`config.mk`:
```
export PLATFORM = sky130hd
export DESIGN_NAME = button_debouncer
export DESIGN_NICKNAME = d
export VERILOG_FILES = /design/src/rtl/button_debouncer.sv
export VERILOG_INCLUDE_DIRS = /design/src /design/src/rtl
export SDC_FILE = /design/constraint.sdc
export NUM_CORES = 1
export LEC_CHECK = 0
export ABC_AREA = 0
export BUFFER_PORTS_ARGS = -buffer_cell sky130_fd_sc_hd__buf_2
export CORE_AREA = 2 2 39 41
export CTS_CLUSTER_DIAMETER = 100
export DETAILED_ROUTE_END_ITERATION = 10
export DIE_AREA = 0 0 41 43
export PLACE_DENSITY_LB_ADDON = 0.15
export RECOVER_POWER = 50
export SYNTH_ARGS = -nofsm -noshare
export SYNTH_HDL_FRONTEND = slang
export SYNTH_SLANG_ARGS = --single-unit
```
`constraint.sdc`:
```
create_clock -name clk -period 1.39 [get_ports clk]
set_clock_uncertainty 0.15 [all_clocks]
set_input_delay 0.2085 -clock clk [delete_from_list [all_inputs] [get_ports clk]]
set_output_delay 0.2085 -clock clk [all_outputs]
set_load 0.005 [all_outputs]
```
`src/rtl/calc_defines.svh`:
```
////////////////////////////////////////
// width, chunk, register-count and
// debounce macros for the calculator
////////////////////////////////////////

`ifndef CALC_DEFINES_SVH
`define CALC_DEFINES_SVH

// operand, result and holding register width
`define CALC_WORD_W 64

// one switch chunk, entered per button press
`define CALC_CHUNK_W 16

// number of store and fetch holding registers
`define CALC_NUM_REGS 4

// consecutive equal button samples before the level is accepted
`define CALC_DEBOUNCE_CYCLES 4

`endif
```
`src/rtl/button_debouncer.sv`:
```
////////////////////////////////////////
// confirm button synchronizer and
// debouncer with a press pulse
////////////////////////////////////////

`timescale 1ns/1ps
`include "calc_defines.svh"

module button_debouncer (
    input  logic clk,
    input  logic rst,
    input  logic button,
    output logic press
);

    localparam int CNT_W = $clog2(`CALC_DEBOUNCE_CYCLES + 1);

    logic [1:0]       sync;
    logic             sample;
    logic             stable;
    logic [CNT_W-1:0] cnt;

    // the second flop is the first one safe to use in the clock domain
    assign sample = sync[1];

    always_ff @(posedge clk) begin
        if (rst) begin
            sync   <= 2'b00;
            stable <= 1'b0;
            cnt    <= '0;
            press  <= 1'b0;
        end else begin
            sync  <= {sync[0], button};
            press <= 1'b0;
            // any sample equal to the accepted level restarts the count
            if (sample == stable) begin
                cnt <= '0;
            end else if (cnt == CNT_W'(`CALC_DEBOUNCE_CYCLES - 1)) begin
                cnt    <= '0;
                stable <= sample;
                // only the rising edge of the accepted level is a press
                press  <= sample;
            end else begin
                cnt <= cnt + 1'b1;
            end
        end
    end

endmodule

```
== After elaboration in Yosys (flattened, before gate mapping) ==
Index checks and enable logic that the tools add are counted.

* Input port bits: 3
* Output and inout port bits: 1
* Word-level logic and storage cells: 12
* Bits in registers: 7

* Bitwise operators: 2
* Reductions and logical operators: 3
* Eq/ne operators: 2
* $add $sub $neg: 1

{| class="wikitable"
|+ Operators with widths
! operator !! number
|-
| $reduce_or A3 Y1 || 2
|-
| $add A3 B1 Y3 const B || 1
|-
| $eq A3 B2 Y1 const B || 1
|-
| $not A1 Y1 || 2
|-
| $reduce_and A2 Y1 || 1
|-
| $eq A1 B1 Y1 || 1
|}

== Longest topological paths before layout ==
* Depth after elaboration: 3
* Mapped depth: 4

== Worst setup path before layout ==
Ideal clock, no wire load.

* Path kind: register -> register
* Start point: reg cnt[0]
* End point: reg cnt[2]
* Setup time: 0.092 ns
* Clock period less this slack: 1.203 ns
* Arrival: 0.961 ns
* Cell stages (with the launch flop): 4
* Slack: 0.187 ns
* Cells stage by stage: dfxtp_1 -> ha_1 -> ha_1 -> nor4_1

* Word-level cells in the longest chain between the ends: 2
* Elaborated cells between the ends (all ways): 3
* Classes of those cells: add/sub: 1; eq/ne: 1; reduce/logical: 1

{| class="wikitable"
|+ RTL lines
! item !! RTL line !! RTL
|-
| start: declaration || button_debouncer.sv:21 || <nowiki>logic [CNT_W-1:0] cnt;</nowiki>
|-
| start signal: assignment || button_debouncer.sv:44 || <nowiki>cnt <= cnt + 1'b1;</nowiki>
|-
| parallel branches: the longest is 2 deep, another holds $add A3 B1 Y3 || - ||
|}

Several ways; the timed one is not identified.
A chain may end at the register's enable or synchronous reset.

== Worst setup path in the final report ==
* Start point: reg cnt[0]
* End point: reg stable

* Word-level cells in the longest chain between the ends: 2

{| class="wikitable"
|+ RTL lines
! item !! RTL line !! RTL
|-
| $eq A3 B2 Y1 || button_debouncer.sv:38 || <nowiki>end else if (cnt == CNT_W'(`CALC_DEBOUNCE_CYCLES - 1)) begin</nowiki>
|-
| $reduce_and A2 Y1 (no source line) || - ||
|-
| end signal: assignment || button_debouncer.sv:40 || <nowiki>stable <= sample;</nowiki>
|-
| end: declaration || button_debouncer.sv:20 || <nowiki>logic stable;</nowiki>
|}

No other way between the ends.

==> impl_results.rst <==
.. list-table::
   :header-rows: 1

   * - Metric
     - Value
   * - Setup violations, final
     - 0
   * - Number of I/O pins
     - 4
   * - Max FO, Critical Path
     - 5
   * - Weighted congestion at the end of routability-driven global placement
     - 0.628
   * - Number of nets produced by synthesis
     - 24
   * - Synth Area in Adders
     - 10.3%
   * - P_leak
     - 0.115 nW
   * - Share of async-settable or async-resettable flops after synthesis
     - 0%
   * - Post-CTS Repair Setup Buffers
     - 0
   * - Share of cells above drive strength 1
     - 26.9%
   * - Number of enable flip-flop cells after synthesis
     - 0
   * - # nets final
     - 32
   * - Cell-internal power
     - 0.000319 W
   * - Maximum number of pins on one net before global-route repair
     - 8
   * - Area of the multi-input gates
     - 100 um2
   * - CP dominant cell by count
     - sky130_fd_sc_hd__ha_1
   * - Number of buffers inserted by port buffering
     - 3
   * - CTS Hold Bufs
     - 0
   * - Area contributors post-synth
     - sky130_fd_sc_hd__dfxtp_1, sky130_fd_sc_hd__ha_1, sky130_fd_sc_hd__nor4b_2, sky130_fd_sc_hd__and4bb_2, sky130_fd_sc_hd__nor2b_1
   * - Worst hold margin
     - 0.0233 ns
   * - Simple-gate portion of the synthesized area
     - 23.1%
   * - Cell count after placement
     - 38
   * - Highest Clock Rate
     - 0.785 GHz
   * - Flip-flop and latch count after synthesis
     - 7
   * - First-pass GRT wire length
     - 503 um
   * - Met2 layer wire length in the routed design
     - 129 um
   * - Met3 layer wire length in the routed design
     - 26 um
   * - Reg power frac
     - 52.9%
   * - Wire per inst
     - 7.21 um
   * - Antenna violations before repair
     - 0
   * - Post-synthesis instance area
     - 244 um2
   * - Worst path slowest cell
     - sky130_fd_sc_hd__dfxtp_1
   * - Number of search-and-repair iterations in the first detailed-routing pass
     - 1
   * - Final TNS setup
     - 0 ns
   * - Run status
     - finished, final reports clean
   * - Core Region
     - 1380 um2
   * - Headroom to the max-slew limit
     - 79.5%
   * - Filler cells
     - 154
   * - Cell Rows
     - 14
   * - Gates resized, CTS repair
     - 0
   * - Die ar.
     - 1760 um2
   * - Worst VDD drop
     - 424 uV
   * - Number of distinct library cells after synthesis
     - 10
   * - Final worst slack
     - 0.116 ns
   * - R2R cell count
     - 4
   * - Vias in the first global route
     - 134
   * - Register clock-pin slew on the reported worst setup and hold paths
     - 0.05 ns
   * - Largest stage delay on the critical path
     - 0.34 ns
   * - Total wirelength of the detailed-routed design
     - 303 um
   * - Switch share
     - 18.4%
   * - Total DRC errors in the routed layout
     - 0
   * - Violation count after the first detailed-route iteration
     - 0
   * - Total power divided by cell area
     - 1280 nW/um2
   * - Instance count of the mapped netlist
     - 19
   * - Slew Viols, Final
     - 0
   * - Worst Path Required
     - 1.36 ns
   * - Clock Sink Count
     - 7
   * - Shortest period the worst path allows
     - 1.27 ns
   * - Most used standard cell by instance count after synthesis
     - sky130_fd_sc_hd__dfxtp_1
   * - Die height
     - 43 um
   * - Cell count of the worst hold path
     - 2
   * - Slew of the pin with the lowest slew margin
     - 0.305 ns
   * - Inserted Clock Buffers
     - 3
   * - Ys flop type
     - sky130_fd_sc_hd__dfxtp_1
   * - Critical Setup Path Class
     - reg -> reg
   * - Share of the synthesized area in the top cell type
     - 57.4%
   * - Total routing resource utilization after global routing
     - 4.93%
   * - Mean instance size in the synthesized netlist
     - 12.8 um2
   * - Main combinational cell family by area after synthesis
     - simple AND/OR/NAND/NOR gates
   * - Met1 wire length
     - 147 um
   * - Total Power
     - 0.000391 W
   * - H-tree depth
     - 1
   * - Setup slack at placement
     - 0.114 ns
   * - Non-filler cells in the finished layout
     - 42
   * - Via-to-Cell Ratio
     - 3.57
   * - Kind of capture point of the worst setup path
     - flip-flop
   * - Element type at the critical path start
     - flip-flop
   * - Overall overflow remaining after global route
     - 0
   * - Area growth syn-to-layout
     - 24.6%
   * - Sw power
     - 0.0000720 W
   * - Area leader, netlist
     - sky130_fd_sc_hd__dfxtp_1
   * - Fraction of the yosys area taken by sequential cells
     - 57.4%
   * - Final antenna diode count
     - 0
   * - Endpoint arrival time on the critical path
     - 1.24 ns
   * - Unrepaired setup endpoints after global routing
     - no
   * - Fraction of power consumed by the clock network
     - 44.6%
   * - Yosys warnings
     - 0
   * - MaxCap Viol Count
     - 0
   * - Part of the power in combinational logic
     - 2.6%
   * - Max Buffers Root-to-Sink
     - 2
   * - TritonCTS clock tree
     - done
   * - X dimension of the die
     - 41 um
   * - CP Cell Sequence
     - ha_1, ha_1, mux2i_1, nor2_1
   * - Final cycle utilization of the critical path
     - 91.6%
   * - Top cells by instance count after synthesis
     - sky130_fd_sc_hd__dfxtp_1, sky130_fd_sc_hd__ha_1, sky130_fd_sc_hd__nor2b_1, sky130_fd_sc_hd__nor4_1
   * - Starting Density
     - 17.6%
   * - Highest metal layer used by the detailed router
     - met3
   * - Share of synthesized area spent on multiplexers
     - 4.10%
   * - Min-Delay Path Class
     - in -> reg
   * - Seq. cell area
     - 140 um2
   * - Area share of xor/xnor cells in the synthesized design
     - 3.59%
   * - Latest clock arrival within the worst-skew pair
     - 0.24 ns
   * - Count of antenna-violating nets left after detailed routing
     - 0
   * - Count of final hold-check violations
     - 0
   * - Routed via count
     - 150
   * - Share of the synthesized area in compound gates (AO/OA/AOI/OAI)
     - 0%
   * - CTS Root Cell
     - sky130_fd_sc_hd__clkbuf_4
==> final timing paths <==
path	startpoint	end	slack [ns]
setup reg to reg	cnt[0]$_SDFF_PP0_	stable$_SDFFE_PP0P_	0.12
hold / removal	button	sync[0]$_SDFF_PP0_	0.02
hold reg to reg	cnt[0]$_SDFF_PP0_	cnt[0]$_SDFF_PP0_	0.29
setup / recovery	cnt[0]$_SDFF_PP0_	stable$_SDFFE_PP0P_	0.12
==> registers in the layout, indices dropped and copies added (netlist names) <==
signal	count
press	1
cnt	3
stable	1
sync	2
==> power groups by stage <==
stage / combinational [W] / clock (W) / sequential [W]
6_report: 0.0000100 / 0.000174 / 0.000207
5_1_grt: 0.0000112 / 0.000195 / 0.000206
4_1_cts: 0.0000106 / 0.000185 / 0.000206
3_5_place_dp: 0.0000105 / 0 / 0.000210
3_3_place_gp: 0.0000105 / 0 / 0.000210
2_1_floorplan: 0.00000480 / 0 / 0.000210
==> metal layers <==
| layer | track usage [%] | up-vias |
|---|---|---|
| li1 | - | 80 |
| met1 | 5.52 | 66 |
| met2 | 5.31 | 4 |
| met3 | 6.28 | 0 |
| met4 | 2.00 | 0 |
| met5 | 0 | - |
==> per-stage QoR <==
stage,utilization [%],area (um2)
final,22.0,304
after global routing,22.0,304
after CTS,22.1,305
after detailed placement,20.2,279
after global placement,20.2,279
after floorplan,-,244
==> area by class of cell <==
type                    count  area share (%)
flip-flops and latches      7            46.1
multi-input cells          11            32.9
clock buffers               4            8.64
well taps                  16            6.58
repair buffers              3            4.53
inverters                   1            1.23
==> kinds of logic (layout without fill, tap and decap cells) <==
group	Yosys count	in the layout
flops	7	7
simple gates	7	7
fa+ha+maj	2	2
xor+xnor	1	1
mux	1	1
buf+inv	1	8
==> critical path, delay by kind of cell, from the launching register on <==
kind                     cells  cell delay, ns
adder cells (fa/ha/maj)      2            0.41
multiplexers                 1            0.21
AND/OR/NAND/NOR              1            0.05
flip-flops                   1            0.34
==> layout by cell type, fill, tap and decap left out, drive strengths merged <==
cell and n:
ha 2, nor4 2, dfxtp 7, and4bb 1, nor4b 1, inv 1
nor2 1, xnor2 1, buf 2, mux2i 1, nor2b 2, clkbuf 5
Note: power is estimated with default switching activity, not from simulation.
