File: src/rtl/calc_defines.svh
////////////////////////////////////////
// width, chunk, register-count and
// debounce macros for the calculator
////////////////////////////////////////

`ifndef CALC_DEFINES_SVH
`define CALC_DEFINES_SVH

// operand, result and holding register width
`define CALC_WORD_W 64

// one switch chunk, entered per button press
`define CALC_CHUNK_W 16

// number of store and fetch holding registers
`define CALC_NUM_REGS 4

// consecutive equal button samples before the level is accepted
`define CALC_DEBOUNCE_CYCLES 4

`endif
File: src/rtl/calc_data_pkg.sv
////////////////////////////////////////
// data types: word, size select, entry
// prompt and the unit result struct
////////////////////////////////////////

`include "calc_defines.svh"

package calc_data_pkg;

    // one operand, result or holding register value
    typedef logic [`CALC_WORD_W-1:0] calc_word_t;

    // n selects n+1 chunks, so 16, 32, 48 or 64 bits
    typedef logic [1:0] size_sel_t;

    // entry step that is waiting for the next press
    typedef enum logic [2:0] {
        pick_class,
        pick_op,
        pick_size,
        enter_a,
        enter_b
    } entry_prompt_e;

    // output of a processing unit, valid for one cycle
    typedef struct packed {
        logic       valid;
        calc_word_t value;
    } unit_result_s;

endpackage

File: src/rtl/calc_cmd_pkg.sv
////////////////////////////////////////
// command types: class, operation union
// and the command struct
////////////////////////////////////////

package calc_cmd_pkg;

    // operation class, picked in the first entry step
    typedef enum logic [1:0] {
        class_arith,
        class_logic,
        class_fetch,
        class_store
    } calc_class_e;

    // integer arithmetic, codes 5 to 7 are unused
    typedef enum logic [2:0] {
        arith_add,
        arith_sub,
        arith_mul,
        arith_div,
        arith_rem
    } arith_op_e;

    // bitwise logic, code 7 is unused
    typedef enum logic [2:0] {
        logic_and,
        logic_nand,
        logic_or,
        logic_nor,
        logic_xor,
        logic_xnor,
        logic_not
    } logic_op_e;

    // register view of the operation word for fetch and store
    typedef struct packed {
        logic       spare;
        logic [1:0] idx;
    } reg_sel_s;

    // the one operation word the user enters, read according to the class
    typedef union packed {
        arith_op_e arith_op;
        logic_op_e logic_op;
        reg_sel_s  reg_sel;
    } calc_op_u;

    // complete command as handed to the processing units
    typedef struct packed {
        calc_class_e              cls;
        calc_op_u                 op;
        calc_data_pkg::size_sel_t size;
        calc_data_pkg::calc_word_t a;
        calc_data_pkg::calc_word_t b;
    } calc_cmd_s;

endpackage

File: src/rtl/entry_sequencer.sv
////////////////////////////////////////
// entry step machine, collects class,
// operation, size and operand chunks
////////////////////////////////////////

`timescale 1ns/1ps
`include "calc_defines.svh"

module entry_sequencer (
    input  logic                         clk,
    input  logic                         rst,
    input  logic                         press,
    input  logic [`CALC_CHUNK_W-1:0]     switches,
    output calc_data_pkg::entry_prompt_e prompt,
    output calc_cmd_pkg::calc_cmd_s      cmd,
    output logic                         cmd_valid
);

    // fields being entered, kept apart from cmd so cmd holds until the next issue
    calc_cmd_pkg::calc_cmd_s      work;
    calc_cmd_pkg::calc_cmd_s      work_nxt;
    calc_data_pkg::entry_prompt_e prompt_nxt;
    calc_data_pkg::size_sel_t     chunk;
    calc_data_pkg::size_sel_t     chunk_nxt;
    logic                         last_chunk;
    logic                         skip_a;
    logic                         skip_b;
    logic                         issue;

    // the chunk counter runs up to the size select, both count from zero
    assign last_chunk = (chunk == work.size);

    // fetch needs no operand at all
    assign skip_a = (work.cls == calc_cmd_pkg::class_fetch);

    // store and logic not work on operand A only
    assign skip_b = skip_a ||
                    (work.cls == calc_cmd_pkg::class_store) ||
                    ((work.cls == calc_cmd_pkg::class_logic) &&
                     (work.op.logic_op == calc_cmd_pkg::logic_not));

    always_comb begin
        work_nxt   = work;
        prompt_nxt = prompt;
        chunk_nxt  = chunk;
        issue      = 1'b0;
        if (press) begin
            case (prompt)
                calc_data_pkg::pick_class: begin
                    // a new command starts with both operands cleared
                    work_nxt     = '0;
                    work_nxt.cls = calc_cmd_pkg::calc_class_e'(switches[1:0]);
                    prompt_nxt   = calc_data_pkg::pick_op;
                end
                calc_data_pkg::pick_op: begin
                    work_nxt.op = calc_cmd_pkg::calc_op_u'(switches[2:0]);
                    prompt_nxt  = calc_data_pkg::pick_size;
                end
                calc_data_pkg::pick_size: begin
                    work_nxt.size = switches[1:0];
                    chunk_nxt     = '0;
                    if (skip_a) begin
                        issue      = 1'b1;
                        prompt_nxt = calc_data_pkg::pick_class;
                    end else begin
                        prompt_nxt = calc_data_pkg::enter_a;
                    end
                end
                calc_data_pkg::enter_a: begin
                    // chunk k lands in its own 16-bit slice
                    work_nxt.a[chunk * `CALC_CHUNK_W +: `CALC_CHUNK_W] = switches;
                    if (!last_chunk) begin
                        chunk_nxt = chunk + 2'd1;
                    end else if (skip_b) begin
                        issue      = 1'b1;
                        prompt_nxt = calc_data_pkg::pick_class;
                    end else begin
                        chunk_nxt  = '0;
                        prompt_nxt = calc_data_pkg::enter_b;
                    end
                end
                calc_data_pkg::enter_b: begin
                    work_nxt.b[chunk * `CALC_CHUNK_W +: `CALC_CHUNK_W] = switches;
                    if (!last_chunk) begin
                        chunk_nxt = chunk + 2'd1;
                    end else begin
                        issue      = 1'b1;
                        prompt_nxt = calc_data_pkg::pick_class;
                    end
                end
                default: begin
                    prompt_nxt = calc_data_pkg::pick_class;
                end
            endcase
        end
    end

    always_ff @(posedge clk) begin
        if (rst) begin
            prompt    <= calc_data_pkg::pick_class;
            chunk     <= '0;
            cmd_valid <= 1'b0;
        end else begin
            prompt    <= prompt_nxt;
            chunk     <= chunk_nxt;
            cmd_valid <= issue;
        end
        work <= work_nxt;
        // the last press is already folded into work_nxt
        if (issue) begin
            cmd <= work_nxt;
        end
    end

endmodule

File: config.mk
export PLATFORM = sky130hd
export DESIGN_NAME = entry_sequencer
export DESIGN_NICKNAME = d
export VERILOG_FILES = /design/src/rtl/calc_data_pkg.sv /design/src/rtl/calc_cmd_pkg.sv /design/src/rtl/entry_sequencer.sv
export VERILOG_INCLUDE_DIRS = /design/src /design/src/rtl
export SDC_FILE = /design/constraint.sdc
export NUM_CORES = 1
export LEC_CHECK = 0
export CAP_MARGIN = 30
export CORE_UTILIZATION = 56
export CTS_CLUSTER_DIAMETER = 30
export DETAILED_ROUTE_END_ITERATION = 6
export DONT_BUFFER_PORTS = 1
export GPL_ROUTABILITY_DRIVEN = 0
export GPL_TIMING_DRIVEN = 0
export PLACE_DENSITY = 0.74
export SLEW_MARGIN = 25
export SYNTH_ARGS = -nofsm -noshare
export SYNTH_HDL_FRONTEND = slang
export SYNTH_SLANG_ARGS = --single-unit
File: constraint.sdc
create_clock -name clk -period 7.4 [get_ports clk]
set_input_delay 1.11 -clock clk [delete_from_list [all_inputs] [get_ports clk]]
set_output_delay 1.11 -clock clk [all_outputs]
set_load 0.02 [all_outputs]
Word level (Yosys, flattened, before mapping)
Cells that the tools add are included.
{"block": "totals", "register_bits": 276, "out_inout_bits": 139, "elab_cells": 60}
{"block": "op_classes", "addsub": 2, "eq_ne": 13, "n_shift": 2, "mux": 23, "n_reduce_logical": 7}
{"op": "one-hot mux 64 bit (2 select lines)", "n": 2}
{"op": "two-way mux 135 bit", "n": 1}
{"op": "bitwise mux 64 bit", "n": 2}
{"op": "variable shift 16 x 34 -> 64 bit (first input constant)", "n": 1}
{"op": "variable part select 16 x 34 -> 64 bit", "n": 1}
{"op": "negator 6 -> 34 bit", "n": 1}
{"op": "one-hot mux 3 bit (5 select lines)", "n": 1}
{"op": "two-way mux 2 bit", "n": 5}
{"op": "two-way mux 3 bit", "n": 3}
{"op": "equality test 3 x 2 -> 1 bit (second input constant)", "n": 2}
{"op": "equality test 3 bit (second input constant)", "n": 2}
{"op": "!= test 2 bit (second input constant)", "n": 3}
{"op": "one-hot mux 2 bit (3 select lines)", "n": 1}
{"op": "one-hot mux 3 bit (2 select lines)", "n": 1}
{"op": "two-way mux 1 bit", "n": 5}
{"op": "equality test 2 bit (second input constant)", "n": 2}
{"op": "one-hot mux 2 bit (2 select lines)", "n": 1}
{"op": "AND reduction 4 bit", "n": 1}
{"op": "equality test 3 x 1 -> 1 bit (second input constant)", "n": 1}
{"op": "logical NOT 3 bit", "n": 1}
{"op": "!= test 3 bit (second input constant)", "n": 1}
{"op": "one-hot mux 1 bit (3 select lines)", "n": 1}
{"op": "AND reduction 3 bit", "n": 1}
{"op": "nonzero test 3 bit", "n": 1}
{"op": "5 further kinds", "n": 6}

Logic depth before layout (Yosys ltp)
{"block": "depth", "depth_word": 7, "mapped_depth": 7, "mapped_depth_nobuf": 6}

Worst setup path after synthesis
OpenSTA, ideal clock, no wires.
{"block": "synth_path", "path_type": "reg2reg", "from": "register prompt[2]", "to": "register cmd[0] in the netlist's numbering (enable)", "setup_ns": 0.632, "arrival_time_ns": 7.041, "required_ns": 6.768, "setup_slack_ns": -0.274, "path_stages_with_launch": 5, "period_less_slack_ns": 7.674, "path_cell_list": "dfxtp_1 -> or3b_1 -> o32a_1 -> o21a_1 -> nor2_1"}
{"block": "synth_between", "elab_chain_len": 3}
{"item": "start: declaration", "line_no": "entry_sequencer.sv:14", "text": "output calc_data_pkg::entry_prompt_e prompt,"}
{"item": "start signal: assignment", "line_no": "entry_sequencer.sv:100", "text": "prompt <= calc_data_pkg::pick_class;"}
{"item": "start signal: assignment", "line_no": "entry_sequencer.sv:104", "text": "prompt <= prompt_nxt;"}
{"item": "equality test 3 bit / equality test 3 x 2 -> 1 bit (equally long branches)", "line_no": "entry_sequencer.sv:48", "text": "case (prompt)"}
{"item": "one-hot mux 1 bit (3 select lines) *", "line_no": "entry_sequencer.sv:48"}
{"item": "two-way mux 1 bit *", "line_no": "entry_sequencer.sv:47", "text": "if (press) begin"}
{"item": "net issue", "line_no": "entry_sequencer.sv:28", "text": "logic issue;"}
{"item": "end signal: assignment", "line_no": "entry_sequencer.sv:111", "text": "cmd <= work_nxt;"}
{"item": "end: declaration", "line_no": "entry_sequencer.sv:15", "text": "output calc_cmd_pkg::calc_cmd_s cmd,"}
Mark *: on every way through the listed nets, which the timed path passes. The rest lies on a longest branch.
A chain may end at the register's enable or synchronous reset.

Worst setup path in the final report
{"block": "layout_path", "from": "register prompt[2]", "to": "register cmd[105] in the netlist's numbering (enable)"}
Same word-level chain as after synthesis.

==> results.yml <==
logic_synthesis:
  synth-seq-cells: 276
  yosys_warnings: 0
  synth_top_area_share_pct: 46.0
  async_flop_share_pct: 0
  synthFlopType: "dfxtp_1"
  yosys.area.top_type: "edfxtp_1"
  ys_types: 40
  synth_area_um2: 8820
  syn_avg_cell_area_um2: 16.2
  synth_fp_nets: 569
  synth_seq_area_share_pct: 78.0
  synth_area_leaders: "edfxtp_1, dfxtp_1, a22o_1, buf_2, ha_1"
  synth_edf_count: 135
  synthCells: 545
status:
  status: "complete, no violations"
power_and_ir_drop:
  ir_drop_mv: 0.188
  p_leak_nw: 3.95
  powerDensity_nw_per_um2: 349
critical_path:
  cp.arrival_ns: 3.11
  r2r_slack_ns: 4.50
  r2r_cells: 7
  crit_fanout: 22
  critPathCaptureType: "flip-flop"
  r2r_start: "prompt[2]$_SDFFE_PP0P_"
  start_kind: "flip-flop"
  startpoint: "prompt[2]$_SDFFE_PP0P_"
  critical_path_class: "flip-flop to flip-flop"
  cp-endpoint: "cmd[105]$_DFFE_PP_"
  cp.required_ns: 7.61
  r2r-end: "cmd[105]$_DFFE_PP_"
cells_and_area:
  nets: 619
  instances_no_fill: 839
  nFillCells: 977
  postLayoutCoreUtil_pct: 70.0
  area_delta_synth_final_pct: 21.6
  final_cell_mix: "dfxtp_1, edfxtp_1, a22o_1"
  antenna_cells: 0
  layout_commonest_cell: "dfxtp_1"
  final_cell_area_um2: 10700
  final_layout_size_suffix_gt1_share_pct: 16.2
floorplanning:
  design.die.area_um2: 16300
  start_util_pct: 57.6
  die_h_um: 128
  die_x_um: 128
  core_area_um2: 15300
  rows: 45
  ios: 158
timing:
  period_needed_ns: 2.90
  slew_violations: 0
  worst_slack_ns: 4.50
  fmax_ghz: 0.345
  setup-violations-final: 0
  slew_headroom_pct: 55.7
  skew_ns: 0.0161
  finalCritPeriodShare_pct: 39.1
  hold_viol_final: 0
  rsz0062_at_grt: "no"
  worst_pin_slew_ns: 0.665
  fin_setup_tns_ns: 0
clocking:
  cts_sinks: 276
  insertion_delay_ns: 0.51
  clockBufferDepth: 3
  cts_max_level: 2
  postCtsSetupBuffers: 0
  clkTransAtPathRegs_ns: 0.06
  post_cts_resized: 0
  cts_made_buffers: 42
  cts_hold_buffers: 0
  cts_tree: "built"
  cts_root_buf: "clkbuf_16"
global_route:
  grt_use_total_pct: 23.7
  antenna_found_initial: 0
  grt_pass1_vias: 5133
  grt_pass1_wl_um: 29200
  grt_remaining_overflow: 0
  grt_start_max_net_pins: 30
place:
  portBuffers: 0
  dp_slack_ns: 4.52
  placedCellCount: 762
  dp_hpwl_um: 11900
  dpl_cell_area_um2: 9250
min_path:
  hold_class: "flip-flop to flip-flop"
route:
  vias: 4989
  first_pass_iters: 4
  wl_per_cell_um: 22.9
  ant_nets: 0
  routed_wl_um: 19200
  drc_errors: 0
  vias_per_cell: 5.95
  drt-initial-drc-count: 389
run:
  max_cap_violations: 0
cell families after synthesis:
group	synth area share, %
DFF	78.0
and+or+nand+nor	3.36
adders and majority gates	0.709
buffers and inverters	2.03
muxes	0.496
AOI/OAI and AO/OA	14.9
xor gates and xnor gates	0.567
power by group:
part | internal (W) | total [W] | switching [W]
clock | 0.00134 | 0.00203 | 0.000689
sequential | 0.00161 | 0.00163 | 0.0000207
combinational | 0.0000222 | 0.0000887 | 0.0000665
total | 0.00297 | 0.00375 | 0.000776
worst max-delay path, stage by stage (launching register included):
cell and delay [ns]:
dfxtp_1 0.64, or3b_1 0.45, o32a_1 0.36, o21a_1 0.15, nor2_4 0.40, buf_16 0.23, buf_16 0.19, buf_16 0.17
Yosys cell counts (2+ instances only):
| master | n |
|---|---|
| a21boi_0 | 2 |
| a21oi_1 | 5 |
| a22o_1 | 128 |
| and3_1 | 4 |
| buf_1 | 14 |
| buf_2 | 14 |
| clkbuf_1 | 9 |
| dfxtp_1 | 141 |
| edfxtp_1 | 135 |
| ha_1 | 5 |
| inv_1 | 5 |
| mux2_2 | 2 |
| nand2_1 | 9 |
| nand2b_1 | 3 |
| nand3_1 | 8 |
| nor2_1 | 10 |
| nor2_2 | 4 |
| nor2b_1 | 3 |
| nor3_1 | 5 |
| o211ai_1 | 3 |
| o21ai_0 | 8 |
| o21ai_1 | 8 |
| xnor2_2 | 2 |
| xor2_1 | 2 |
worst min path at each step:
stage / slack, ns / cells past startpoint / to / from
4_1_cts: 0.47 / 1 / work[66]$_DFF_P_ / work[66]$_DFF_P_
6_report: 0.47 / 1 / work[96]$_DFF_P_ / work[96]$_DFF_P_
2_1_floorplan: 0.44 / 1 / work[102]$_DFF_P_ / work[102]$_DFF_P_
3_5_place_dp: 0.45 / 1 / work[106]$_DFF_P_ / work[106]$_DFF_P_
3_3_place_gp: 0.45 / 1 / work[123]$_DFF_P_ / work[123]$_DFF_P_
5_1_grt: 0.48 / 1 / work[53]$_DFF_P_ / work[53]$_DFF_P_
final cells by class:
class	instances	area (µm²)	share of cell area, %
inverters	6	22.5	0.210
well taps	211	264	2.46
clock inverters	29	362	3.37
plain buffers	37	156	1.46
clock buffers	48	1120	10.4
flip-flops and latches	276	6880	64.1
multi-input cells	226	1770	16.5
repair buffers	6	158	1.47
registers in the layout, summed over array words and instances (netlist names):
register   cells
chunk          2
cmd          135
cmd_valid      1
prompt         3
work         135
routing by layer:
metal / wire length (µm) / share of wire [%] / track usage, %
met1: 8000 / 42 / 30.5
met2: 9560 / 50 / 39.0
met3: 1180 / 6.1 / 5.03
met4: 484 / 2.5 / 10.4
met5: 0 / 0 / 0
through the flow:
step / power [W] / hold slack, ns
2_1_floorplan: 0.00172 / 0.438
3_3_place_gp: 0.00174 / 0.452
3_5_place_dp: 0.00175 / 0.452
4_1_cts: 0.00377 / 0.468
5_1_grt: 0.00384 / 0.481
6_report: 0.00375 / 0.467
Note: power is estimated with default switching activity, not from simulation.
