[src/rtl/calc_defines.svh]
////////////////////////////////////////
// width, chunk, register-count and
// debounce macros for the calculator
////////////////////////////////////////

`ifndef CALC_DEFINES_SVH
`define CALC_DEFINES_SVH

// operand, result and holding register width
`define CALC_WORD_W 64

// one switch chunk, entered per button press
`define CALC_CHUNK_W 16

// number of store and fetch holding registers
`define CALC_NUM_REGS 4

// consecutive equal button samples before the level is accepted
`define CALC_DEBOUNCE_CYCLES 4

`endif
[src/rtl/calc_data_pkg.sv]
////////////////////////////////////////
// data types: word, size select, entry
// prompt and the unit result struct
////////////////////////////////////////

`include "calc_defines.svh"

package calc_data_pkg;

    // one operand, result or holding register value
    typedef logic [`CALC_WORD_W-1:0] calc_word_t;

    // n selects n+1 chunks, so 16, 32, 48 or 64 bits
    typedef logic [1:0] size_sel_t;

    // entry step that is waiting for the next press
    typedef enum logic [2:0] {
        pick_class,
        pick_op,
        pick_size,
        enter_a,
        enter_b
    } entry_prompt_e;

    // output of a processing unit, valid for one cycle
    typedef struct packed {
        logic       valid;
        calc_word_t value;
    } unit_result_s;

endpackage

[src/rtl/calc_cmd_pkg.sv]
////////////////////////////////////////
// command types: class, operation union
// and the command struct
////////////////////////////////////////

package calc_cmd_pkg;

    // operation class, picked in the first entry step
    typedef enum logic [1:0] {
        class_arith,
        class_logic,
        class_fetch,
        class_store
    } calc_class_e;

    // integer arithmetic, codes 5 to 7 are unused
    typedef enum logic [2:0] {
        arith_add,
        arith_sub,
        arith_mul,
        arith_div,
        arith_rem
    } arith_op_e;

    // bitwise logic, code 7 is unused
    typedef enum logic [2:0] {
        logic_and,
        logic_nand,
        logic_or,
        logic_nor,
        logic_xor,
        logic_xnor,
        logic_not
    } logic_op_e;

    // register view of the operation word for fetch and store
    typedef struct packed {
        logic       spare;
        logic [1:0] idx;
    } reg_sel_s;

    // the one operation word the user enters, read according to the class
    typedef union packed {
        arith_op_e arith_op;
        logic_op_e logic_op;
        reg_sel_s  reg_sel;
    } calc_op_u;

    // complete command as handed to the processing units
    typedef struct packed {
        calc_class_e              cls;
        calc_op_u                 op;
        calc_data_pkg::size_sel_t size;
        calc_data_pkg::calc_word_t a;
        calc_data_pkg::calc_word_t b;
    } calc_cmd_s;

endpackage

[src/rtl/int_logic.sv]
////////////////////////////////////////
// registered bitwise logic operations
////////////////////////////////////////

`timescale 1ns/1ps

module int_logic (
    input  logic                        clk,
    input  logic                        rst,
    input  calc_cmd_pkg::calc_cmd_s     cmd,
    input  logic                        cmd_valid,
    output calc_data_pkg::unit_result_s res
);

    calc_data_pkg::calc_word_t value_nxt;
    logic                      hit;

    assign hit = cmd_valid && (cmd.cls == calc_cmd_pkg::class_logic);

    // the op word is read through its logic view of the union
    always_comb begin
        case (cmd.op.logic_op)
            calc_cmd_pkg::logic_and:  value_nxt = cmd.a & cmd.b;
            calc_cmd_pkg::logic_nand: value_nxt = ~(cmd.a & cmd.b);
            calc_cmd_pkg::logic_or:   value_nxt = cmd.a | cmd.b;
            calc_cmd_pkg::logic_nor:  value_nxt = ~(cmd.a | cmd.b);
            calc_cmd_pkg::logic_xor:  value_nxt = cmd.a ^ cmd.b;
            calc_cmd_pkg::logic_xnor: value_nxt = ~(cmd.a ^ cmd.b);
            // not is unary, operand B was never entered
            calc_cmd_pkg::logic_not:  value_nxt = ~cmd.a;
            default:                  value_nxt = '0;
        endcase
    end

    always_ff @(posedge clk) begin
        if (rst) begin
            res.valid <= 1'b0;
        end else begin
            res.valid <= hit;
        end
        if (hit) begin
            res.value <= value_nxt;
        end
    end

endmodule

[config.mk]
export PLATFORM = sky130hd
export DESIGN_NAME = int_logic
export DESIGN_NICKNAME = d
export VERILOG_FILES = /design/src/rtl/calc_data_pkg.sv /design/src/rtl/calc_cmd_pkg.sv /design/src/rtl/int_logic.sv
export VERILOG_INCLUDE_DIRS = /design/src /design/src/rtl
export SDC_FILE = /design/constraint.sdc
export NUM_CORES = 1
export LEC_CHECK = 0
export ABC_AREA = 1
export BUFFER_PORTS_ARGS = -buffer_cell sky130_fd_sc_hd__buf_4
export CORE_ASPECT_RATIO = 0.8
export CORE_MARGIN = 1
export CORE_UTILIZATION = 25
export CTS_CLUSTER_DIAMETER = 150
export CTS_CLUSTER_SIZE = 40
export DETAILED_ROUTE_END_ITERATION = 7
export PLACE_DENSITY = 0.55
export RECOVER_POWER = 100
export REMOVE_ABC_BUFFERS = 1
export SLEW_MARGIN = 10
export SYNTH_ARGS = -nofsm -noshare
export SYNTH_HDL_FRONTEND = slang
export SYNTH_SLANG_ARGS = --single-unit
[constraint.sdc]
create_clock -name clk -period 5.5 [get_ports clk]
set_input_delay 0.55 -clock clk [delete_from_list [all_inputs] [get_ports clk]]
set_output_delay 0.55 -clock clk [all_outputs]
set_load 0.01 [all_outputs]
# Word-level counts from Yosys, hierarchy flattened
# Cells that the tools add are included.
word_totals:
  regBits: 65
  output_inout_bits: 65
  word_cells: 19
op_classes:
  eq_ne: 7
  mux: 1
  bitwise: 7
  n_reduce_logical: 2
ops:
  columns: ["op", "n"]
  rows:
  - ["$pmux 64 s7", 1]
  - ["$not 64->64", 4]
  - ["$and 64x64->64", 1]
  - ["$or 64x64->64", 1]
  - ["$xor 64x64->64", 1]
  - ["$eq 3x3->1 const B", 3]
  - ["$eq 3x2->1 const B", 2]
  - ["$eq 3x1->1 const B", 1]
  - ["$logic_not 3->1", 1]
  - ["$eq 2x1->1 const B", 1]
  - ["$logic_and 1x1->1", 1]

# Longest topological paths before layout
# Gate-level depths: netlist of run 1.
depth:
  word_depth: 3
  depth_mapped: 8
  depth_no_buf: 7

# Worst setup path before layout of run 1
# No wires, ideal clock.
synth_path:
  path_type: "input port to flip-flop"
  start: "in cmd[134] in the netlist's numbering"
  end: "reg res[0] in the netlist's numbering (enable)"
  setup_time_ps: 565
  arrival_time_ps: 5014
  required_time_ps: 4935
  setup_slack_ps: -80
  cell_stages: 1
  path_cell_list: "nor3_1"
synth_via:
  elab_chain_len: 2
synth_rtl:
  columns: ["item", "line", "text"]
  rows:
  - ["from (decl)", "int_logic.sv:10", "input calc_cmd_pkg::calc_cmd_s cmd,"]
  - ["$eq 2x1->1", "int_logic.sv:18", "assign hit = cmd_valid && (cmd.cls == calc_cmd_pkg::class_logic);"]
  - ["$logic_and 1x1->1", "int_logic.sv:18", null]
  - ["to (decl)", "int_logic.sv:12", "output calc_data_pkg::unit_result_s res"]
# Every way passes these cells.
# A chain may end at the register's enable or synchronous reset.

# Worst setup path in the final report of run 1
layout_path:
  start: "in cmd[131] in the netlist's numbering"
  end: "reg res[28] in the netlist's numbering (data pin)"
layout_via:
  elab_chain_len: 2
  elab_cells_between_ends: 8
  cone_classes: "eq/ne (6); mux (1); reduce/logical (1)"
layout_rtl:
  columns: ["item", "line", "text"]
  rows:
  - ["$eq 3x3->1, or another cell as far along", "int_logic.sv:22", "case (cmd.op.logic_op)"]
  - ["$pmux 64 s7 (*)", "int_logic.sv:22", null]
  - ["named net value_nxt[28]", "int_logic.sv:15", "calc_data_pkg::calc_word_t value_nxt;"]
# Mark *: on every way through the listed nets, which the timed path passes. The rest lies on a longest branch.

==> results of run 1 <==
critical path: cells and delay by family:
family | cells | cell delay [ns]
AND/OR/NAND/NOR | 5 | 0.87
buffers and inverters | 2 | 2.39
layout make-up:
| cell class | count | area, um2 |
|---|---|---|
| clock buffers | 13 | 260 |
| clock inverters | 3 | 15.0 |
| fillers | 3887 | 24300 |
| inverters | 324 | 1220 |
| multi-input cells | 967 | 5420 |
| flip-flops and latches | 65 | 1940 |
| well taps | 472 | 591 |
| repair buffers | 213 | 1340 |
cell usage in the layout (no fill, tap or decap), drive strengths merged, types with 3 or more instances in the layout:
cell / n
buf: 143
clkbuf: 83
clkinv: 3
edfxtp: 64
ha: 128
inv: 324
nand2: 258
nand3: 257
nand4: 127
nor2: 195
worst paths after layout:
check | from | end | cells after the start | slack [ns]
max | cmd[131] | res[28] | 7 | 1.73
min | rst | res[64] | 2 | 0.35
report_power, final:
part	internal [mW]	switching, mW
combinational	0.203	0.357
sequential	0.588	0.00986
clock	0.329	0.258
total	1.12	0.625
routing by layer:
layer	track usage (%)	vias to the layer above	share of wire [%]
met1	19.0	4172	48
met2	25.8	214	46
met3	3.89	17	5.4
li1	-	4871	-
met5	0	-	0
met4	3.66	0	0.89
synthesized netlist by cell type:
master      n
nand2_1   258
clkbuf_1   30
ha_1      128
buf_4       6
nor3_1      1
inv_1     322
inv_2       2
nand3_1   257
nor2_1    194
edfxtp_1   64
nor2_2      1
buf_2      47
dfxtp_1     1
nand4_1   127
buf_1      20
nor4_1      1
kinds of logic (layout without fill, tap and decap cells):
| family | after synthesis | after routing | synth area share [%] |
|---|---|---|---|
| adder cells (fa/ha/maj) | 128 | 128 | 17.8 |
| buffers and inverters | 427 | 553 | 18.7 |
| flip-flops | 65 | 65 | 21.5 |
| AND/OR/NAND/NOR | 839 | 839 | 42.1 |
metrics by stage:
stage               TNS [ns]  setup slack (ns)  instances
floorplan              -5.11           -0.0799       1356
global placement           0              2.71       2041
detailed placement         0              2.67       2041
CTS                        0              3.08       2057
global route               0              1.47       2057
finish                     0              1.73       2057
==> impl_results.md, run 1 <==
- Outcome: finished, violations left
- Violated checks: capacitance limit, slew limit
- Number of nets still failing antenna checks after routing: 0
- Total clock buffers created by CTS: 9
- # resized after CTS: 0
- Number of slew-limit violations in the final report: 164
- Initial DRC count: 430
- Post-route cell area: 0.0108 mm2
- Placer Congestion: 0.771
- Final core area utilization: 30.7%
- Fraction of layout cells with a size suffix above 1: 10.5%
- Number of diodes added for antenna fixing: 0
- Post-CTS setup-driven buffer insertion count: 0
- Area share of the largest cell type after synthesis: 21.3%
- Hold slack final: 0.347 ns
- Die area: 0.0369 mm2
- Number of global-route vias before repair: 8,533
- Crit-path max FO: 67
- Detailed-router iteration count before antenna repair: 5
- Die height: 172 um
- Power after layout: 1.75 mW
- Setup violations, final: 0
- Cell Area, Synth: 0.00902 mm2
- # Max-Cap Violations: 3
- Number of DRC violations after detailed routing: 0
- Net count, final: 1,846
- Overflow after GRT: 0
- Maximum number of pins on one net before global-route repair: 103
- Via density per instance: 4.51
- Arrival time at the worst endpoint: 3.88 ns
- Slew of the pin with the lowest slew margin: 2.02 ns
- Required time at the endpoint of the critical path: 5.61 ns
- Syn. warnings: 0
- Power density over the cells: 162 mW/mm2
- Setup repair after global routing missed its margin: no
- Dpl hpwl: 17,400 um
- Headroom to the max-slew limit: -34.8%
- Clock Sink Count: 65
- Maximum resistive drop on vdd: 0.102 mV
- Die boundary width: 214 um
- Wire length reported by the detailed router: 27,900 um
- Sequential fraction of the synthesis area: 21.5%
- CTS tree: yes
- Type of element capturing the critical path: flop
- Number of antenna violations at the first check in global routing: 0
- Critical path type: primary input to flop
- Area overhead of the layout relative to synthesis: 19.6%
- Yosys top cell by area: edfxtp_1
- Global-route wire length before repair: 44,100 um
- Nature of the critical path startpoint: primary input
- Core area: 0.0351 mm2
- Max Clock Freq: 0.265 GHz
- Mean post-synth cell area: 6.18 um2
- Number of distinct library cell variants in the gate-level netlist after synthesis: 16
- Placed standard-cell area: 0.0108 mm2
- Global router's overall resource usage: 15.1%
- Hold-fix buffer count after cts: 0
- Total count of hold-check failures in the final report: 0
- Hold/Removal Path Class: primary input to flop
- Max reg flops: 65
- Clock root buffer: clkbuf_16
- Avg WL per Cell: 13.6 um
- Slowest stage delay, CP: 1.37 ns
- Post-synthesis sequential element count: 65
- Top register by number of flip-flops: res
- H-tree level count: 3
- Initial standard-cell utilization of the core: 25.7%
- Top cells by area in the synthesized netlist: edfxtp_1, ha_1, nand3_1
- I/O pin cnt: 203
- Gate Count Post-Synth: 1,459
- Static leakage: 6.03 nW
- Fin crit period: 3.77 ns
- Series of cell instances along the critical path: clkbuf_2 -> nor2_1 -> clkbuf_2 -> nand3_1 -> nand2_1 -> nor2_1 -> nand2_1
- Worst-path cell with the longest stage delay: clkbuf_2
- Vias post-DR: 9,274
- Clock transition at the register clock pins on the worst setup and hold paths after CTS: 0.06 ns
- Port Buffer Count: 200
- Tcrit/Tclk final: 68.5%
- Maximum clock insertion buffer count: 2
- Biggest regs: res (65)
- Number of cell rows: 61
Note: power is estimated with default switching activity, not from simulation.
==> run 2, diff against run 1 <==
==> constraint.sdc (replaced) <==
create_clock -name clk -period 3.4 [get_ports clk]
set_input_delay 0.34 -clock clk [delete_from_list [all_inputs] [get_ports clk]]
set_output_delay 0.34 -clock clk [all_outputs]
set_load 0.01 [all_outputs]
==> run 2 against run 1 <==
Effect of this change: sequential power grew 62%; first-iteration DRC count grew 34%; sequential cell count is the same; critical path depth grew 2; die area is the same; worst hold slack lost 0.22 ns; the run still ends with capacitance limit, slew limit left; worst setup slack lost 0.69 ns; via count grew 0.27%; non-clock buffer count is the same; critical endpoint is now res[59].
==> impl_results.md, run 2 (synthesis gave the netlist of run 1 again) <==
- Port Buffer Count: 200
- Max Clock Freq: 0.424 GHz
- Maximum resistive drop on vdd: 0.172 mV
- Initial standard-cell utilization of the core: 25.7%
- Type of element capturing the critical path: flop
- Static leakage: 6.06 nW
- Vias post-DR: 9,299
- Critical path type: primary input to flop
- Power density over the cells: 270 mW/mm2
- Violated checks: capacitance limit, slew limit
- Number of global-route vias before repair: 8,712
- Detailed-router iteration count before antenna repair: 5
- Slew of the pin with the lowest slew margin: 2.16 ns
- Global routing met3 resource utilization: 4.27%
- Pre-CTS setup slack: 1.26 ns
- Core area: 0.0351 mm2
- Power after layout: 2.93 mW
- Via density per instance: 4.52
- Met1 track utilization from global routing: 20.2%
- Placed Instances: 2,041
- Number of diodes added for antenna fixing: 0
- Setup violations, final: 0
- Fin crit period: 2.36 ns
- Number of cell rows: 61
- Filler cell count in the final layout: 3,927
- Clock root buffer: clkbuf_16
- Die height: 172 um
- Maximum clock insertion buffer count: 2
- Tcrit/Tclk final: 69.3%
- Global-route wire length before repair: 45,100 um
- Number of DRC violations after detailed routing: 0
- Die area: 0.0369 mm2
- Layout Cells excl Fill: 2,057
- Critical Path Source: cmd[130]
- Total count of hold-check failures in the final report: 0
- Most frequent cells in the layout: inv_1, nand3_1, nand2_1
- Number of nets still failing antenna checks after routing: 0
- I/O pin cnt: 203
- Headroom to the max-slew limit: -43.8%
- Number of antenna violations at the first check in global routing: 0
- Setup repair after global routing missed its margin: no
- Area of combinational cells with multiple inputs: 0.00542 mm2
- Hold/Removal Path Class: primary input to flop
- Overflow after GRT: 0
- Top register by number of flip-flops: res
- Leading cell type in the layout, fill and taps excluded: inv_1
- Fraction of layout cells with a size suffix above 1: 10.6%
- Total clock buffers created by CTS: 9
- Final worst setup slack: 1.04 ns
- Crit-path max FO: 44
- Arrival time at the worst endpoint: 2.60 ns
- Dpl hpwl: 17,200 um
- Nature of the critical path startpoint: primary input
- Clock transition at the register clock pins on the worst setup and hold paths after CTS: 0.06 ns
- Min-delay src: rst
- Clock Sink Count: 65
- CTS tree: yes
- Net count, final: 1,846
- Placer Congestion: 0.763
- Hold-fix buffer count after cts: 0
- Area overhead of the layout relative to synthesis: 20.3%
- Maximum number of pins on one net before global-route repair: 194
- Required time at the endpoint of the critical path: 3.64 ns
- Max reg flops: 65
- Sequential Area: 0.00194 mm2
- # resized after CTS: 0
- Initial DRC count: 575
- Outcome: finished, violations left
- # Max-Cap Violations: 1
- Number of slew-limit violations in the final report: 65
- Hold slack final: 0.125 ns
- Wire length reported by the detailed router: 28,200 um
- Met2 capacity usage during global routing: 25.0%
- Busiest grt layer: met2
- Global router's overall resource usage: 15.4%
- Post-CTS setup-driven buffer insertion count: 0
- H-tree level count: 3
- Die boundary width: 214 um
- Biggest regs: res (65)
- Avg WL per Cell: 13.7 um
-- run 2: changes by cell type in the layout (fill, tap and decap cells not counted), sizes merged --
cell,delta
buf,+1
clkinv,-2
clkbuf,+1
-- run 2: stage by stage --
step | area [um2] | utilization (%) | TNS [ns]
after floorplan | 8550 | - | -193.12
final | 10900 | 30.9 | 0
after CTS | 11100 | 31.7 | 0
after global placement | 10800 | 30.8 | 0
after detailed placement | 10800 | 30.8 | 0
after global routing | 10900 | 30.9 | 0
-- run 2: worst paths after layout --
kind	cells after the start	to	slack (ns)
worst max-delay path	9	res[59]	1.04
worst min-delay path	2	res[64]	0.12
-- run 2: power breakdown --
part | switching, mW | internal (mW) | total (mW)
Combinational | 0.583 | 0.332 | 0.915
Sequential | 0.0147 | 0.953 | 0.967
Clock | 0.430 | 0.613 | 1.04
-- run 2: worst max-delay path, stage by stage --
cell,delay (ns)
buf_4,0.12
clkbuf_2,0.75
inv_1,0.18
nor2_4,0.13
clkbuf_2,0.63
nand3_1,0.15
nand2_1,0.11
nor2_1,0.04
nand2_1,0.08
-- run 2: metal layers --
layer,vias to the layer above,routed length [um]
met4,0,255
li1,4863,-
met1,4197,13700
met2,221,12500
met3,18,1680
met5,-,0
-- run 2: final cells by class --
type | instances | share of cell area, %
Timing Repair Buffer | 213 | 12.6
Inverter | 324 | 11.2
Multi-Input combinational cell | 967 | 49.9
Clock buffer | 15 | 2.84
Clock inverter | 1 | 0.0461
Tap cell | 472 | 5.44
Sequential cell | 65 | 17.9
